==> src/mlu_pkg.sv <==
// shared ALU types; widths and slice count are fixed by the instruction set and are not tunable
package mlu_pkg;

  localparam int DATA_W     = 16;                 // operand width
  localparam int SLICE_W    = 4;                  // width of one slice
  localparam int NUM_SLICES = DATA_W / SLICE_W;   // 4 slices

  // operation codes, encoding shared with the CPU decoder
  typedef enum logic [2:0] {
    mlu_add  = 3'd0,
    mlu_sub  = 3'd1,
    mlu_and  = 3'd2,
    mlu_or   = 3'd3,
    mlu_xor  = 3'd4,
    mlu_not  = 3'd5,
    mlu_anot = 3'd6,
    mlu_nop1 = 3'd7
  } mlu_op_t;

  // one request as presented at the ALU input
  typedef struct packed {
    mlu_op_t           op;
    logic [DATA_W-1:0] a;
    logic [DATA_W-1:0] b;
    logic              carry_in;   // inverted borrow for sub
  } mlu_req_t;

  // per-slice operand fields, carry-in travels on its own wire
  typedef struct packed {
    mlu_op_t            op;
    logic [SLICE_W-1:0] a_nib;
    logic [SLICE_W-1:0] b_nib;
  } mlu_slice_in_t;

  // slice output byte, same bit order as the LUT slice
  typedef struct packed {
    logic               spare;     // always 0
    logic               zero;
    logic               gen;
    logic               prop;
    logic [SLICE_W-1:0] nibble;
  } mlu_slice_out_t;

  // registered ALU result with flags
  typedef struct packed {
    logic [DATA_W-1:0] value;
    logic              carry;
    logic              zero;
    logic              negative;
    logic              overflow;
  } mlu_result_t;

endpackage

==> src/mlu_operand_split.sv <==
// captures one request per in_valid pulse; no back-pressure, a new request may arrive every cycle
`timescale 1ns/1ps

module mlu_operand_split (
  input  logic                                             clk,
  input  logic                                             rst_n,
  input  logic                                             in_valid,
  input  mlu_pkg::mlu_req_t                                req,
  output logic                                             valid_q,
  output mlu_pkg::mlu_req_t                                req_q,
  output mlu_pkg::mlu_slice_in_t [mlu_pkg::NUM_SLICES-1:0] slice_in
);

  import mlu_pkg::*;

  // strobe pipeline, one pulse out per pulse in
  always_ff @(posedge clk or negedge rst_n) begin
    if (!rst_n) begin
      valid_q <= 1'b0;
    end else begin
      valid_q <= in_valid;
    end
  end

  // request register, holds between strobes
  always_ff @(posedge clk or negedge rst_n) begin
    if (!rst_n) begin
      req_q <= '0;
    end else if (in_valid) begin
      req_q <= req;
    end
  end

  // fan out nibbles, every slice sees the same op
  always_comb begin
    for (int i = 0; i < NUM_SLICES; i++) begin
      slice_in[i].op    = req_q.op;
      slice_in[i].a_nib = req_q.a[i*SLICE_W +: SLICE_W];
      slice_in[i].b_nib = req_q.b[i*SLICE_W +: SLICE_W];
    end
  end

  // an unknown op would poison every slice and the flag logic downstream
  a_req_op_known: assert property (
    @(posedge clk) disable iff (!rst_n)
    in_valid |-> !$isunknown(req.op)
  ) else $error("mlu_operand_split: unknown op with in_valid high");

endmodule

==> src/mlu_result_stage.sv <==
// lookahead carries feed back into the slices in the same cycle; result holds while out_valid is low
`timescale 1ns/1ps

module mlu_result_stage (
  input  logic                                              clk,
  input  logic                                              rst_n,
  input  logic                                              valid_q,
  input  mlu_pkg::mlu_req_t                                 req_q,
  input  mlu_pkg::mlu_slice_out_t [mlu_pkg::NUM_SLICES-1:0] slice_out,
  output logic [mlu_pkg::NUM_SLICES-1:0]                    carry_vec,
  output logic                                              out_valid,
  output mlu_pkg::mlu_result_t                              result
);

  import mlu_pkg::*;

  logic [NUM_SLICES:0] carry_chain;   // carry into each slice, top bit is carry out
  logic                is_arith;
  logic                b_sign;        // sign of the effective b operand
  logic [DATA_W-1:0]   value;
  logic                all_zero;
  logic                ovf;
  mlu_result_t         result_d;

  assign is_arith = (req_q.op == mlu_add) || (req_q.op == mlu_sub);

  // slice 0 takes the request carry only for arithmetic
  always_comb begin
    carry_chain[0] = is_arith ? req_q.carry_in : 1'b0;
    for (int i = 0; i < NUM_SLICES; i++) begin
      carry_chain[i+1] = slice_out[i].gen | (slice_out[i].prop & carry_chain[i]);
    end
  end

  assign carry_vec = carry_chain[NUM_SLICES-1:0];

  // gather nibbles and zero bits
  always_comb begin
    all_zero = 1'b1;
    for (int i = 0; i < NUM_SLICES; i++) begin
      value[i*SLICE_W +: SLICE_W] = slice_out[i].nibble;
      all_zero                    = all_zero & slice_out[i].zero;
    end
  end

  // sub adds ~b, so its sign is inverted for the overflow test
  assign b_sign = (req_q.op == mlu_sub) ? ~req_q.b[DATA_W-1] : req_q.b[DATA_W-1];
  assign ovf    = is_arith && (req_q.a[DATA_W-1] == b_sign) &&
                  (value[DATA_W-1] != req_q.a[DATA_W-1]);

  always_comb begin
    result_d.value    = value;
    result_d.carry    = is_arith & carry_chain[NUM_SLICES]; // inverted borrow for sub
    result_d.zero     = all_zero;
    result_d.negative = value[DATA_W-1];
    result_d.overflow = ovf;
  end

  always_ff @(posedge clk or negedge rst_n) begin
    if (!rst_n) begin
      out_valid <= 1'b0;
      result    <= '0;
    end else begin
      out_valid <= valid_q;
      if (valid_q) begin
        result <= result_d;
      end
    end
  end

  // logic ops leave carry and overflow clear on the published result
  a_logic_no_carry: assert property (
    @(posedge clk) disable iff (!rst_n)
    (valid_q && !is_arith) |=> (!result.carry && !result.overflow)
  ) else $error("mlu_result_stage: carry or overflow set after a logic op");

  // exactly one result pulse per captured request, one cycle later
  a_out_valid_follows: assert property (
    @(posedge clk) disable iff (!rst_n)
    valid_q |=> out_valid
  ) else $error("mlu_result_stage: out_valid missing after valid_q");

endmodule

==> src/mlu_slice.sv <==
// pure combinational 4-bit slice; prop and gen ignore carry_in so the lookahead network has no loop
`timescale 1ns/1ps

module mlu_slice (
  input  mlu_pkg::mlu_slice_in_t  slice_in,
  input  logic                    carry_in,
  output mlu_pkg::mlu_slice_out_t slice_out
);

  import mlu_pkg::*;

  logic [SLICE_W-1:0] a_nib;
  logic [SLICE_W-1:0] b_eff;     // b, inverted for sub
  logic [SLICE_W:0]   raw_sum;   // a + b_eff without carry-in
  logic [SLICE_W-1:0] nibble;
  logic               prop;
  logic               gen;

  assign a_nib = slice_in.a_nib;

  // two's complement subtract adds ~b plus the inverted borrow
  assign b_eff   = (slice_in.op == mlu_sub) ? ~slice_in.b_nib : slice_in.b_nib;
  assign raw_sum = {1'b0, a_nib} + {1'b0, b_eff};

  // logic ops never feed the carry chain
  always_comb begin
    nibble = '0;
    prop   = 1'b0;
    gen    = 1'b0;
    case (slice_in.op)
      mlu_add,
      mlu_sub: begin
        nibble = raw_sum[SLICE_W-1:0] + {{(SLICE_W-1){1'b0}}, carry_in};
        prop   = (raw_sum[SLICE_W-1:0] == {SLICE_W{1'b1}}); // carry-in passes through
        gen    = raw_sum[SLICE_W];                          // sum above fifteen
      end
      mlu_and: begin
        nibble = a_nib & slice_in.b_nib;
      end
      mlu_or: begin
        nibble = a_nib | slice_in.b_nib;
      end
      mlu_xor: begin
        nibble = a_nib ^ slice_in.b_nib;
      end
      mlu_not: begin
        nibble = ~a_nib; // b ignored
      end
      mlu_anot: begin
        nibble = a_nib & ~slice_in.b_nib;
      end
      default: begin
        nibble = '0; // mlu_nop1 returns zero
      end
    endcase
  end

  always_comb begin
    slice_out.spare  = 1'b0;
    slice_out.zero   = (nibble == '0);
    slice_out.gen    = gen;
    slice_out.prop   = prop;
    slice_out.nibble = nibble;
  end

endmodule

==> src/mlu_top.sv <==
// 16-bit ALU, fixed 2-edge latency from in_valid to out_valid; the consumer must take every result
`timescale 1ns/1ps

module mlu_top (
  input  logic                 clk,
  input  logic                 rst_n,
  input  logic                 in_valid,
  input  mlu_pkg::mlu_req_t    req,
  output logic                 out_valid,
  output mlu_pkg::mlu_result_t result
);

  import mlu_pkg::*;

  logic                                  valid_q;
  mlu_req_t                              req_q;
  mlu_slice_in_t  [NUM_SLICES-1:0]       slice_in;
  mlu_slice_out_t [NUM_SLICES-1:0]       slice_out;
  logic           [NUM_SLICES-1:0]       carry_vec;   // lookahead carry per slice

  mlu_operand_split u_operand_split (
    .clk      (clk),
    .rst_n    (rst_n),
    .in_valid (in_valid),
    .req      (req),
    .valid_q  (valid_q),
    .req_q    (req_q),
    .slice_in (slice_in)
  );

  for (genvar i = 0; i < NUM_SLICES; i++) begin : g_slice
    mlu_slice u_slice (
      .slice_in  (slice_in[i]),
      .carry_in  (carry_vec[i]),
      .slice_out (slice_out[i])
    );

    // slice has no clock, so its checks sample on the ALU clock here
    a_zero_matches: assert property (
      @(posedge clk) disable iff (!rst_n)
      valid_q |-> (slice_out[i].zero == (slice_out[i].nibble == '0))
    ) else $error("slice %0d: zero bit does not match nibble", i);

    a_logic_no_pg: assert property (
      @(posedge clk) disable iff (!rst_n)
      (valid_q && !(slice_in[i].op inside {mlu_add, mlu_sub})) |->
        (!slice_out[i].prop && !slice_out[i].gen)
    ) else $error("slice %0d: prop or gen set for a logic op", i);
  end

  mlu_result_stage u_result_stage (
    .clk       (clk),
    .rst_n     (rst_n),
    .valid_q   (valid_q),
    .req_q     (req_q),
    .slice_out (slice_out),
    .carry_vec (carry_vec),
    .out_valid (out_valid),
    .result    (result)
  );

endmodule

==> config.mk <==
export PLATFORM = sky130hd
export DESIGN_NAME = mlu_top
export DESIGN_NICKNAME = d
export VERILOG_FILES = /design/src/mlu_pkg.sv /design/src/mlu_operand_split.sv /design/src/mlu_result_stage.sv /design/src/mlu_slice.sv /design/src/mlu_top.sv
export SDC_FILE = /design/constraint.sdc
export NUM_CORES = 1
export LEC_CHECK = 0
export ABC_AREA = 1
export BUFFER_PORTS_ARGS = -buffer_cell sky130_fd_sc_hd__buf_2
export CAP_MARGIN = 20
export CORE_UTILIZATION = 50
export CTS_BUF_LIST = sky130_fd_sc_hd__clkbuf_4
export CTS_CLUSTER_SIZE = 20
export DETAILED_ROUTE_END_ITERATION = 8
export GPL_TIMING_DRIVEN = 1
export PLACE_DENSITY = 0.71
export SLEW_MARGIN = 20
export SYNTH_ARGS = -nofsm -noshare
export SYNTH_HDL_FRONTEND = slang
export SYNTH_SLANG_ARGS = --single-unit
==> constraint.sdc <==
create_clock -name clk -period 11.7 [get_ports clk]
set_input_delay 0.585 -clock clk [delete_from_list [all_inputs] [get_ports clk]]
set_output_delay 0.585 -clock clk [all_outputs]
set_load 0.05 [all_outputs]
; ---- After elaboration in Yosys (flattened, before gate mapping)
; Index checks and enable logic that the tools add are counted.
[classes]
addsub = 8
eq_ne = 12
muxes = 18
bitwise = 37
reduce_logical = 9
[ops]
columns = cell, count
row1 = case mux 4 bit (6 select lines), 4
row2 = AND 4 bit, 8
row3 = NOT 4 bit, 8
row4 = adder 4 x 4 -> 5 bit, 4
row5 = adder 4 x 1 -> 4 bit, 4
row6 = "equality test 4 bit, second input constant", 4
row7 = zero test 4 bit, 4
row8 = 2-to-1 mux 4 bit, 4
row9 = OR 4 bit, 4
row10 = bitwise XOR 4 bit, 4
row11 = 2-to-1 mux 1 bit, 10
row12 = "equality test 3 bit, second input constant", 3
row13 = AND 1 bit, 8
row14 = "equality test 3 x 2 -> 1 bit, second input constant", 2
row15 = OR 1 bit, 4
row16 = "equality test 3 x 1 -> 1 bit, second input constant", 1
row17 = zero test 3 bit, 1
row18 = logical AND 1 bit, 2
row19 = OR reduction 2 bit, 1
row20 = equality test 1 bit, 1
row21 = logical OR 1 bit, 1
row22 = != test 1 bit, 1
row23 = NOT 1 bit, 1
[totals]
register_bits = 58
in_bits = 39
output_inout_bits = 21
word_cells = 95

; ---- Logic depth before layout (Yosys ltp)
; Gate-level depths: netlist of the first run.
[logic_depth]
ltp_word = 15
mapped_depth = 32
depth_no_buf = 28

; ---- Modules after synthesis
; Synthesis of the first run repeated with hierarchy kept, for this count alone.
[unflattened]
hier_cells = 801
area_unflattened_um2 = 5521.5
[by_module_without_submodules]
columns = module, n_inst, cells_per_inst, area_each_um2, seq_area_each_um2
row1 = mlu_operand_split, 1, 197, 1774.2, 925.9
row2 = mlu_slice (g_slice[0].u_slice ...), 2, 124, 725.7, 0.0
row3 = mlu_result_stage, 1, 105, 865.8, 500.5
row4 = mlu_slice (g_slice[1].u_slice), 1, 126, 720.7, 0.0
row5 = mlu_slice (g_slice[2].u_slice), 1, 125, 709.4, 0.0

; ---- Worst setup path before layout of the first run
; No wires, ideal clock.
[synth_path]
kind = flip-flop to flip-flop
startpoint = reg, netlist name u_operand_split.req_q[35]
endpoint = reg, netlist name u_result_stage.result[2]
setup_time_ps = 75
arrival_time_ps = 3686
required_time_ps = 11625
path_slack_ps = 7939
path_stages_with_launch = 30
synth_period_minus_slack_ps = 3761
cell_sequence = dfrtp_1 > buf_6 > nor2_1 > buf_2 > buf_6 > nand2_2 > buf_4 > xor2_1 > inv_1 > ha_1 > inv_1 > fa_1 > xnor2_1 > nand2_1 > nor2_1 > nand2_1 > nand2_1 > nand2_1 > nand2_1 > nand2_1 > nand2_1 > ha_1 > ha_1 > a21oi_1 > nand3b_1 > nor2_1 > nand2_1 > nor2_1 > nand3_1 > o21bai_2
[synth_between]
elab_chain_len = 15
word_cells_on_any_way = 48
classes_between = add/sub: 8 / eq/ne: 9 / mux: 15 / bitwise: 9 / reduce/logical: 7
[synth_lines]
columns = item, line_no
row1 = equality test 3 x 1 -> 1 bit, "mlu_result_stage.sv:25, mlu_slice.sv:22, mlu_slice.sv:30"
row2 = 2-to-1 mux 4 bit, mlu_slice.sv:22  ; assign b_eff = (slice_in.op == mlu_sub) ? ~slice_in.b_nib : slice_in.b_nib;
row3 = adder 4 x 4 -> 5 bit, mlu_slice.sv:23  ; assign raw_sum = {1'b0, a_nib} + {1'b0, b_eff};
row4 = equality test 4 bit, mlu_slice.sv:34  ; prop = (raw_sum[SLICE_W-1:0] == {SLICE_W{1'b1}});
row5 = 2-to-1 mux 1 bit, mlu_slice.sv:30  ; case (slice_in.op)
row6 = AND 1 bit, mlu_result_stage.sv:31  ; carry_chain[i+1] = slice_out[i].gen | (slice_out[i].prop & carry_chain[i]);
row7 = OR 1 bit, mlu_result_stage.sv:31
row8 = AND 1 bit, mlu_result_stage.sv:31
row9 = OR 1 bit, mlu_result_stage.sv:31
row10 = AND 1 bit, mlu_result_stage.sv:31
row11 = OR 1 bit, mlu_result_stage.sv:31
row12 = adder 4 x 1 -> 4 bit, mlu_slice.sv:33  ; nibble = raw_sum[SLICE_W-1:0] + {{(SLICE_W-1){1'b0}}, carry_in};
row13 = case mux 4 bit (6 select lines), mlu_slice.sv:30
row14 = zero test 4 bit, mlu_slice.sv:60  ; slice_out.zero = (nibble == '0);
row15 = AND 1 bit *, mlu_result_stage.sv:42  ; all_zero = all_zero & slice_out[i].zero;
; Every way passes the cells marked *; elsewhere a longest branch is shown, timed or not.
; A chain may end at the register's enable or synchronous reset.

; ---- Worst setup path in the final report of the first run
[layout_path]
startpoint = reg, netlist name u_operand_split.req_q[35]
endpoint = reg, netlist name u_result_stage.result[2]
[layout_between]
elab_chain_len = 15
word_cells_on_any_way = 48
classes_between = add/sub: 8 / eq/ne: 9 / mux: 15 / bitwise: 9 / reduce/logical: 7
[layout_lines]
columns = item, line_no
row1 = equality test 3 x 1 -> 1 bit, "mlu_result_stage.sv:25, mlu_slice.sv:22, mlu_slice.sv:30"
row2 = 2-to-1 mux 4 bit, mlu_slice.sv:22
row3 = adder 4 x 4 -> 5 bit, mlu_slice.sv:23
row4 = equality test 4 bit, mlu_slice.sv:34
row5 = 2-to-1 mux 1 bit, mlu_slice.sv:30
row6 = AND 1 bit, mlu_result_stage.sv:31
row7 = OR 1 bit, mlu_result_stage.sv:31
row8 = AND 1 bit, mlu_result_stage.sv:31
row9 = OR 1 bit, mlu_result_stage.sv:31
row10 = AND 1 bit, mlu_result_stage.sv:31
row11 = OR 1 bit, mlu_result_stage.sv:31
row12 = adder 4 x 1 -> 4 bit, mlu_slice.sv:33
row13 = case mux 4 bit (6 select lines), mlu_slice.sv:30
row14 = zero test 4 bit, mlu_slice.sv:60
row15 = AND 1 bit *, mlu_result_stage.sv:42
; Marked as above.

==> results.yml, run 1 <==
layout:
  stdcell_count: 766
  final_common_cell: "nand2_1"
  syn_to_final_growth_pct: 10.10
  design_area_um2: 4745
  antennaDiodeCount: 0
  nets: 739
  final_cell_mix: "nand2_1, inv_1, o21ai_0, buf_2, dfrtp_1"
  drive_gt1_share_pct: 13.31
  n_fill_cell: 835
hold_path:
  hold_class: "input pin to asynchronous set/reset pin"
critical_path:
  path_class: "register to register"
  cp-end-kind: "register"
  cp-startpoint: "u_operand_split.req_q[35]"
  cp.required_ns: 12.03
  r2r_cells: 25
  crit_path_start_kind: "register"
  cp_slowest_cell: "dfrtp_1"
  worstPathArrival_ns: 4.69
  endpoint: "u_result_stage.result[2]"
  crit_top_cell: "nand2_1"
  crit_family: "simple AND/OR/NAND/NOR gates"
  critPathBufInv: 2
  worst_path_largest_cell_delay_ns: 0.92
  reg2reg_to: "u_result_stage.result[2]"
  crit_cells: 25
  r2r-start: "u_operand_split.req_q[35]"
  reg2reg_slack_ns: 7.34
  worstPathMaxFanout: 19
logic_synthesis:
  synth_cell_type_count: 32
  synth_fp_nets: 690
  syn_inst: 607
  ys_seq_elements: 57
  syn_avg_cell_area_um2: 7.099
  syn_area_um2: 4309
  synth_top_area_share_pct: 33.10
  ys_warn_count: 0
  ys_seq_area_share_pct: 33.10
  synthTopCellsByArea: "dfrtp_1, nand2_1, ha_1"
  synth_top_area_cell: "dfrtp_1"
sta:
  drv_slew: 0
  grt_setup_unrepaired: "no"
  finalHoldViolations: 0
  relSlewSlack_pct: 27.80
  max_slew.worst_pin.slew_ns: 1.079
  period_needed_ns: 4.357
  worst_slack_ns: 7.343
  fin_crit_sh_pct: 37.24
  tns_ns: 0
  setup_violations: 0
  clock_skew_ns: 0.01736
  max_freq_mhz: 229.5
power:
  total_power_uw: 674.8
  power_density_nw_per_um2: 142.2
  ir_drop_mv: 0.06548
  leakage_uw: 0.002609
detailed_routing:
  dr_total_vias: 3945
  viasPerCell: 5.150
  detailedRoute.firstIterationViolations: 177
  wl_per_cell_um: 14.18
  drcViolationCount: 0
  finalWirelength_um: 10860
  detail-route-antenna-nets: 0
  first_pass_iters: 5
global_routing:
  grt_max_degree: 74
  grt_overflow: 0
  grt_use_total_pct: 26.47
  grt_pass1_vias: 3681
  antenna_found_initial: 0
  grt_pass1_wl_um: 18150
clocking:
  clockBufferDepth: 2
  cts_hold_buf: 0
  clock_latency_ns: 0.41
  clk_pin_slew_ns: 0.11
  htreeDepth: 3
  ctsResizeCount: 0
  cts_tree: "built"
  clock-root-buffer: "clkbuf_4"
  post_cts_buffers: 0
  cts_made_buffers: 9
  clock_sinks: 57
placed_design:
  dp_hpwl_um: 8117
  gp_congestion: 0.9905
  preCtsSetupSlack_ns: 7.440
  io_buffers: 59
  dp.cells: 750
  placed_area_um2: 4613
die:
  initial_core_util_pct: 52.18
  die_area_um2: 8994
  top_level_ports: 60
  rows: 33
  die_h_um: 94.84
  placeableCoreArea_um2: 8258
  die_x_um: 94.84
outcome:
  status: "complete, no violations"
run:
  drv_cap: 0
how the worst min path moves through the flow:
stage	from	to	slack [ns]	depth (start not counted)
after floorplan	rst_n	u_operand_split.req_q[0]	0.29	0
after global placement	u_result_stage.result[8]	u_result_stage.result[8]	0.46	2
after detailed placement	u_result_stage.result[13]	u_result_stage.result[13]	0.46	2
after CTS	rst_n	u_result_stage.result[13]	0.33	2
after global routing	rst_n	u_operand_split.req_q[6]	0.37	2
final	rst_n	u_operand_split.req_q[22]	0.29	2
power breakdown:
part	internal [uW]	switching, uW
logic	89.8	199
clock network	62.6	78.7
registers	222	22.1
state kept, by name (all words and copies together), names as in the netlist:
signal	cells
u_operand_split.req_q	36
u_result_stage.out_valid	1
u_operand_split.valid_q	1
u_result_stage.result	19
stage by stage:
stage,util (%),hold WS [ns]
floorplan,-,0.2894
global placement,55.86,0.4565
detailed placement,55.86,0.4646
CTS,57.42,0.3316
global route,57.45,0.3657
finish,57.45,0.2918
cell type report:
type	instances	area, um^2	area share [%]
well taps	105	131.4	2.769
inverters	93	349.1	7.358
repair buffers	61	312.8	6.593
clock buffers	9	67.56	1.424
flip-flops and latches	57	1426	30.06
clock inverters	7	61.31	1.292
multi-input cells	434	2396	50.50
metal layers:
metal	track usage (%)	up-vias	share of wire [%]
met4	8.586	0	1.8
li1	-	2007	-
met3	3.382	17	4.6
met2	41.31	118	44
met1	37.72	1803	50
met5	0	-	0
cells in the mapped netlist, drive strengths merged:
master	count
nor3	4
nand3b	3
nand3	24
nand2	181
a211oi	3
dfrtp	57
xor2	19
inv	93
a21o	1
o22ai	1
clkbuf	11
o21a	1
nand4	13
a31oi	5
nor2	56
buf	12
o21bai	1
ha	40
fa	4
o21ai	59
or2	2
a21oi	13
xnor2	3
a22oi	1
kinds of logic after synthesis:
family,synth area share (%)
and+or+nand+nor,27.12
buffers and inverters,11.29
DFF,33.10
xor gates and xnor gates,4.472
AOI/OAI and AO/OA,10.54
adders and majority gates,13.47
Power figures use the tool's default switching activity.
==> run 2: changes to the inputs <==
--- a/config.mk
+++ b/config.mk
@@ -5,7 +5,7 @@
 export SDC_FILE = /design/constraint.sdc
 export NUM_CORES = 1
 export LEC_CHECK = 0
-export ABC_AREA = 1
+export ABC_AREA = 0
 export BUFFER_PORTS_ARGS = -buffer_cell sky130_fd_sc_hd__buf_2
 export CAP_MARGIN = 20
 export CORE_UTILIZATION = 50
==> constraint.sdc (replaced) <==
create_clock -name clk -period 4.15 [get_ports clk]
set_input_delay 0.2075 -clock clk [delete_from_list [all_inputs] [get_ports clk]]
set_output_delay 0.2075 -clock clk [all_outputs]
set_load 0.05 [all_outputs]
==> run 2 against run 1 <==
Net effect: hold slack got worse by 0.28 ns; combinational power rose to 3.5 times the previous value; the flow now finishes with violations (negative setup slack); critical path depth fell by 8; via count fell by 4.6%; final cell count fell by 12%; sequential cell count did not move; sequential share of layout area fell by 2.8 points; register-to-register slack got worse by 7.4 ns; final area rose by 10%; wire length fell by 0.52%; sequential power rose to 2.8 times the previous value; total power rose to 3.2 times the previous value.
==> results.yml, run 2 <==
placed_design:
  placed_area_um2: 4712
  dp.cells: 623
  io_buffers: 59
  gp_congestion: 0.9375
  dp_hpwl_um: 7699
sta:
  grt_setup_unrepaired: "yes"
  setup_violations: 1
  tns_ns: -0.03547
  fin_crit_sh_pct: 100.9
  max_freq_mhz: 238.9
  worst_slack_ns: -0.03547
  drv_slew: 0
  relSlewSlack_pct: 41.38
  finalHoldViolations: 0
  holdWs_ns: 0.008733
  clock_skew_ns: 0.02099
  max_slew.worst_pin.slew_ns: 0.8775
  period_needed_ns: 4.185
layout:
  largest_register_ffs: 36
  regMostFlops: "u_operand_split.req_q"
  final_cell_mix: "buf_2, dfrtp_1, inv_1"
  nets: 645
  drive_gt1_share_pct: 21.87
  final_common_cell: "buf_2"
  stdcell_count: 672
  largest_registers: "u_operand_split.req_q (36), u_result_stage.result (19)"
  antennaDiodeCount: 0
  syn_to_final_growth_pct: 22.00
  design_area_um2: 5231
hold_path:
  hold_class: "input pin to register"
  holdCritStartpoint: "req[12]"
detailed_routing:
  detailedRoute.firstIterationViolations: 210
  viasPerCell: 5.601
  drcViolationCount: 0
  first_pass_iters: 6
  wl_per_cell_um: 16.08
  detail-route-antenna-nets: 0
  finalWirelength_um: 10810
  dr_total_vias: 3764
die:
  placeableCoreArea_um2: 8258
  die_h_um: 94.61
  rows: 33
  top_level_ports: 60
  die_x_um: 94.61
  die_area_um2: 8950
  initial_core_util_pct: 51.92
clocking:
  clock_sinks: 57
  cts_made_buffers: 9
  clock_latency_ns: 0.43
  clk_pin_slew_ns: 0.11
  clock-root-buffer: "clkbuf_4"
  htreeDepth: 3
  clockBufferDepth: 2
  cts_tree: "built"
logic_synthesis:
  synth_top_area_share_pct: 33.27
  synth-edff-count: 0
  ys_seq_elements: 57
  ys_seq_area_share_pct: 33.27
  ys.flop_type: "dfrtp_1"
  synth_common_cells: "dfrtp_1, inv_1, nand2_1, o21ai_0, ha_1"
  synthTopCellsByArea: "dfrtp_1, ha_1, xnor2_1"
  async_reset_ff_share_pct: 100.0
  synth_cell_type_count: 62
  yosysMostFrequentCell: "dfrtp_1"
  syn_area_um2: 4288
  synth_fp_nets: 554
  synth_top_area_cell: "dfrtp_1"
  syn_inst: 471
  syn_avg_cell_area_um2: 9.104
  ys_warn_count: 0
run:
  drv_cap: 0
power:
  total_power_uw: 2181
  ir_drop_mv: 0.2014
  leakage_uw: 0.002474
  power_density_nw_per_um2: 417.0
global_routing:
  grt_max_degree: 58
  grt_pass1_wl_um: 17860
  antenna_found_initial: 0
  grt_pass1_vias: 3664
  grt_use_total_pct: 26.32
  grt_overflow: 0
critical_path:
  crit_path_start_kind: "register"
  path_class: "register to register"
  r2r-start: "u_operand_split.req_q[34]"
  reg2reg_to: "u_result_stage.result[2]"
  worstPathMaxFanout: 5
  endpoint: "u_result_stage.result[2]"
  r2r_cells: 17
  worstPathArrival_ns: 4.51
  cp.required_ns: 4.48
  reg2reg_slack_ns: -0.04
  cp-startpoint: "u_operand_split.req_q[34]"
  cp-end-kind: "register"
outcome:
  status: "finished, violations left"
  violations: "negative setup slack"
==> run 2: cells by family after synthesis <==
| kind of cell | Yosys count | synth area share, % |
|---|---|---|
| xor+xnor | 45 | 10.18 |
| mux | 12 | 3.151 |
| fa+ha+maj | 44 | 13.54 |
| buf+inv | 80 | 8.054 |
| simple gates | 116 | 13.16 |
| compound gates | 117 | 18.65 |
| flops | 57 | 33.27 |
==> run 2: what timing repair did <==
item                       CTS  global route
setup endpoints to repair    1             3
pin swaps                    2             1
gates cloned                 0             0
gates resized for setup      2             2
hold endpoints to repair    84             2
buffers inserted             2             1
hold buffers                28             2
==> run 2: cell type report <==
type | count | area, um^2
inverter | 52 | 195.2
clock inverter | 7 | 102.6
tap | 105 | 131.4
multi-input combinational | 334 | 2570
timing repair buffer | 108 | 738.2
clock buffer | 9 | 67.56
fill | 719 | 3027
sequential | 57 | 1426
==> run 2: worst min-delay path by stage <==
stage,to,slack (ns),depth (start not counted)
final,u_operand_split.req_q[12],0.009,3
after global routing,u_operand_split.req_q[28],0.004,3
after CTS,u_operand_split.req_q[34],0.003,2
after detailed placement,u_result_stage.result[19],0.40,2
after global placement,u_result_stage.result[19],0.39,2
after floorplan,u_operand_split.req_q[0],-0.09,0
==> run 2: power breakdown <==
group / switching, uW / leakage, uW / internal (uW) / total [uW]
Sequential: 51.4 / 0.000692 / 632 / 683
Combinational: 604 / 0.00170 / 401 / 1010
Clock: 244 / 0.0000867 / 249 / 493
==> run 2: metrics by stage <==
step	setup slack, ns	util, %
3_5_place_dp	-0.06353	57.06
5_1_grt	-0.2759	63.35
4_1_cts	0.008627	62.80
3_3_place_gp	0.04805	57.06
6_report	-0.03547	63.35
2_1_floorplan	-0.1214	-
==> run 2: layer usage <==
| metal | vias to the layer above | share of wire [%] | GRT usage [%] |
|---|---|---|---|
| li1 | 1821 | - | - |
| met1 | 1795 | 44 | 34.08 |
| met2 | 122 | 48 | 43.88 |
| met3 | 26 | 4.9 | 5.153 |
| met4 | 0 | 2.4 | 8.838 |
| met5 | - | 0 | 0 |
==> run 2: worst max-delay path: stages (launching register included) <==
cell	delay [ns]
dfrtp_1	0.40
or2_4	0.26
nor2_4	0.17
xnor2_2	0.14
ha_2	0.19
inv_1	0.05
fa_1	0.44
and3b_1	0.24
nand3b_1	0.11
o2111ai_2	0.24
nand4_1	0.16
a31oi_1	0.17
ha_2	0.23
nand3_1	0.09
xnor3_1	0.19
a221oi_1	0.51
nand2_1	0.14
o41ai_2	0.35
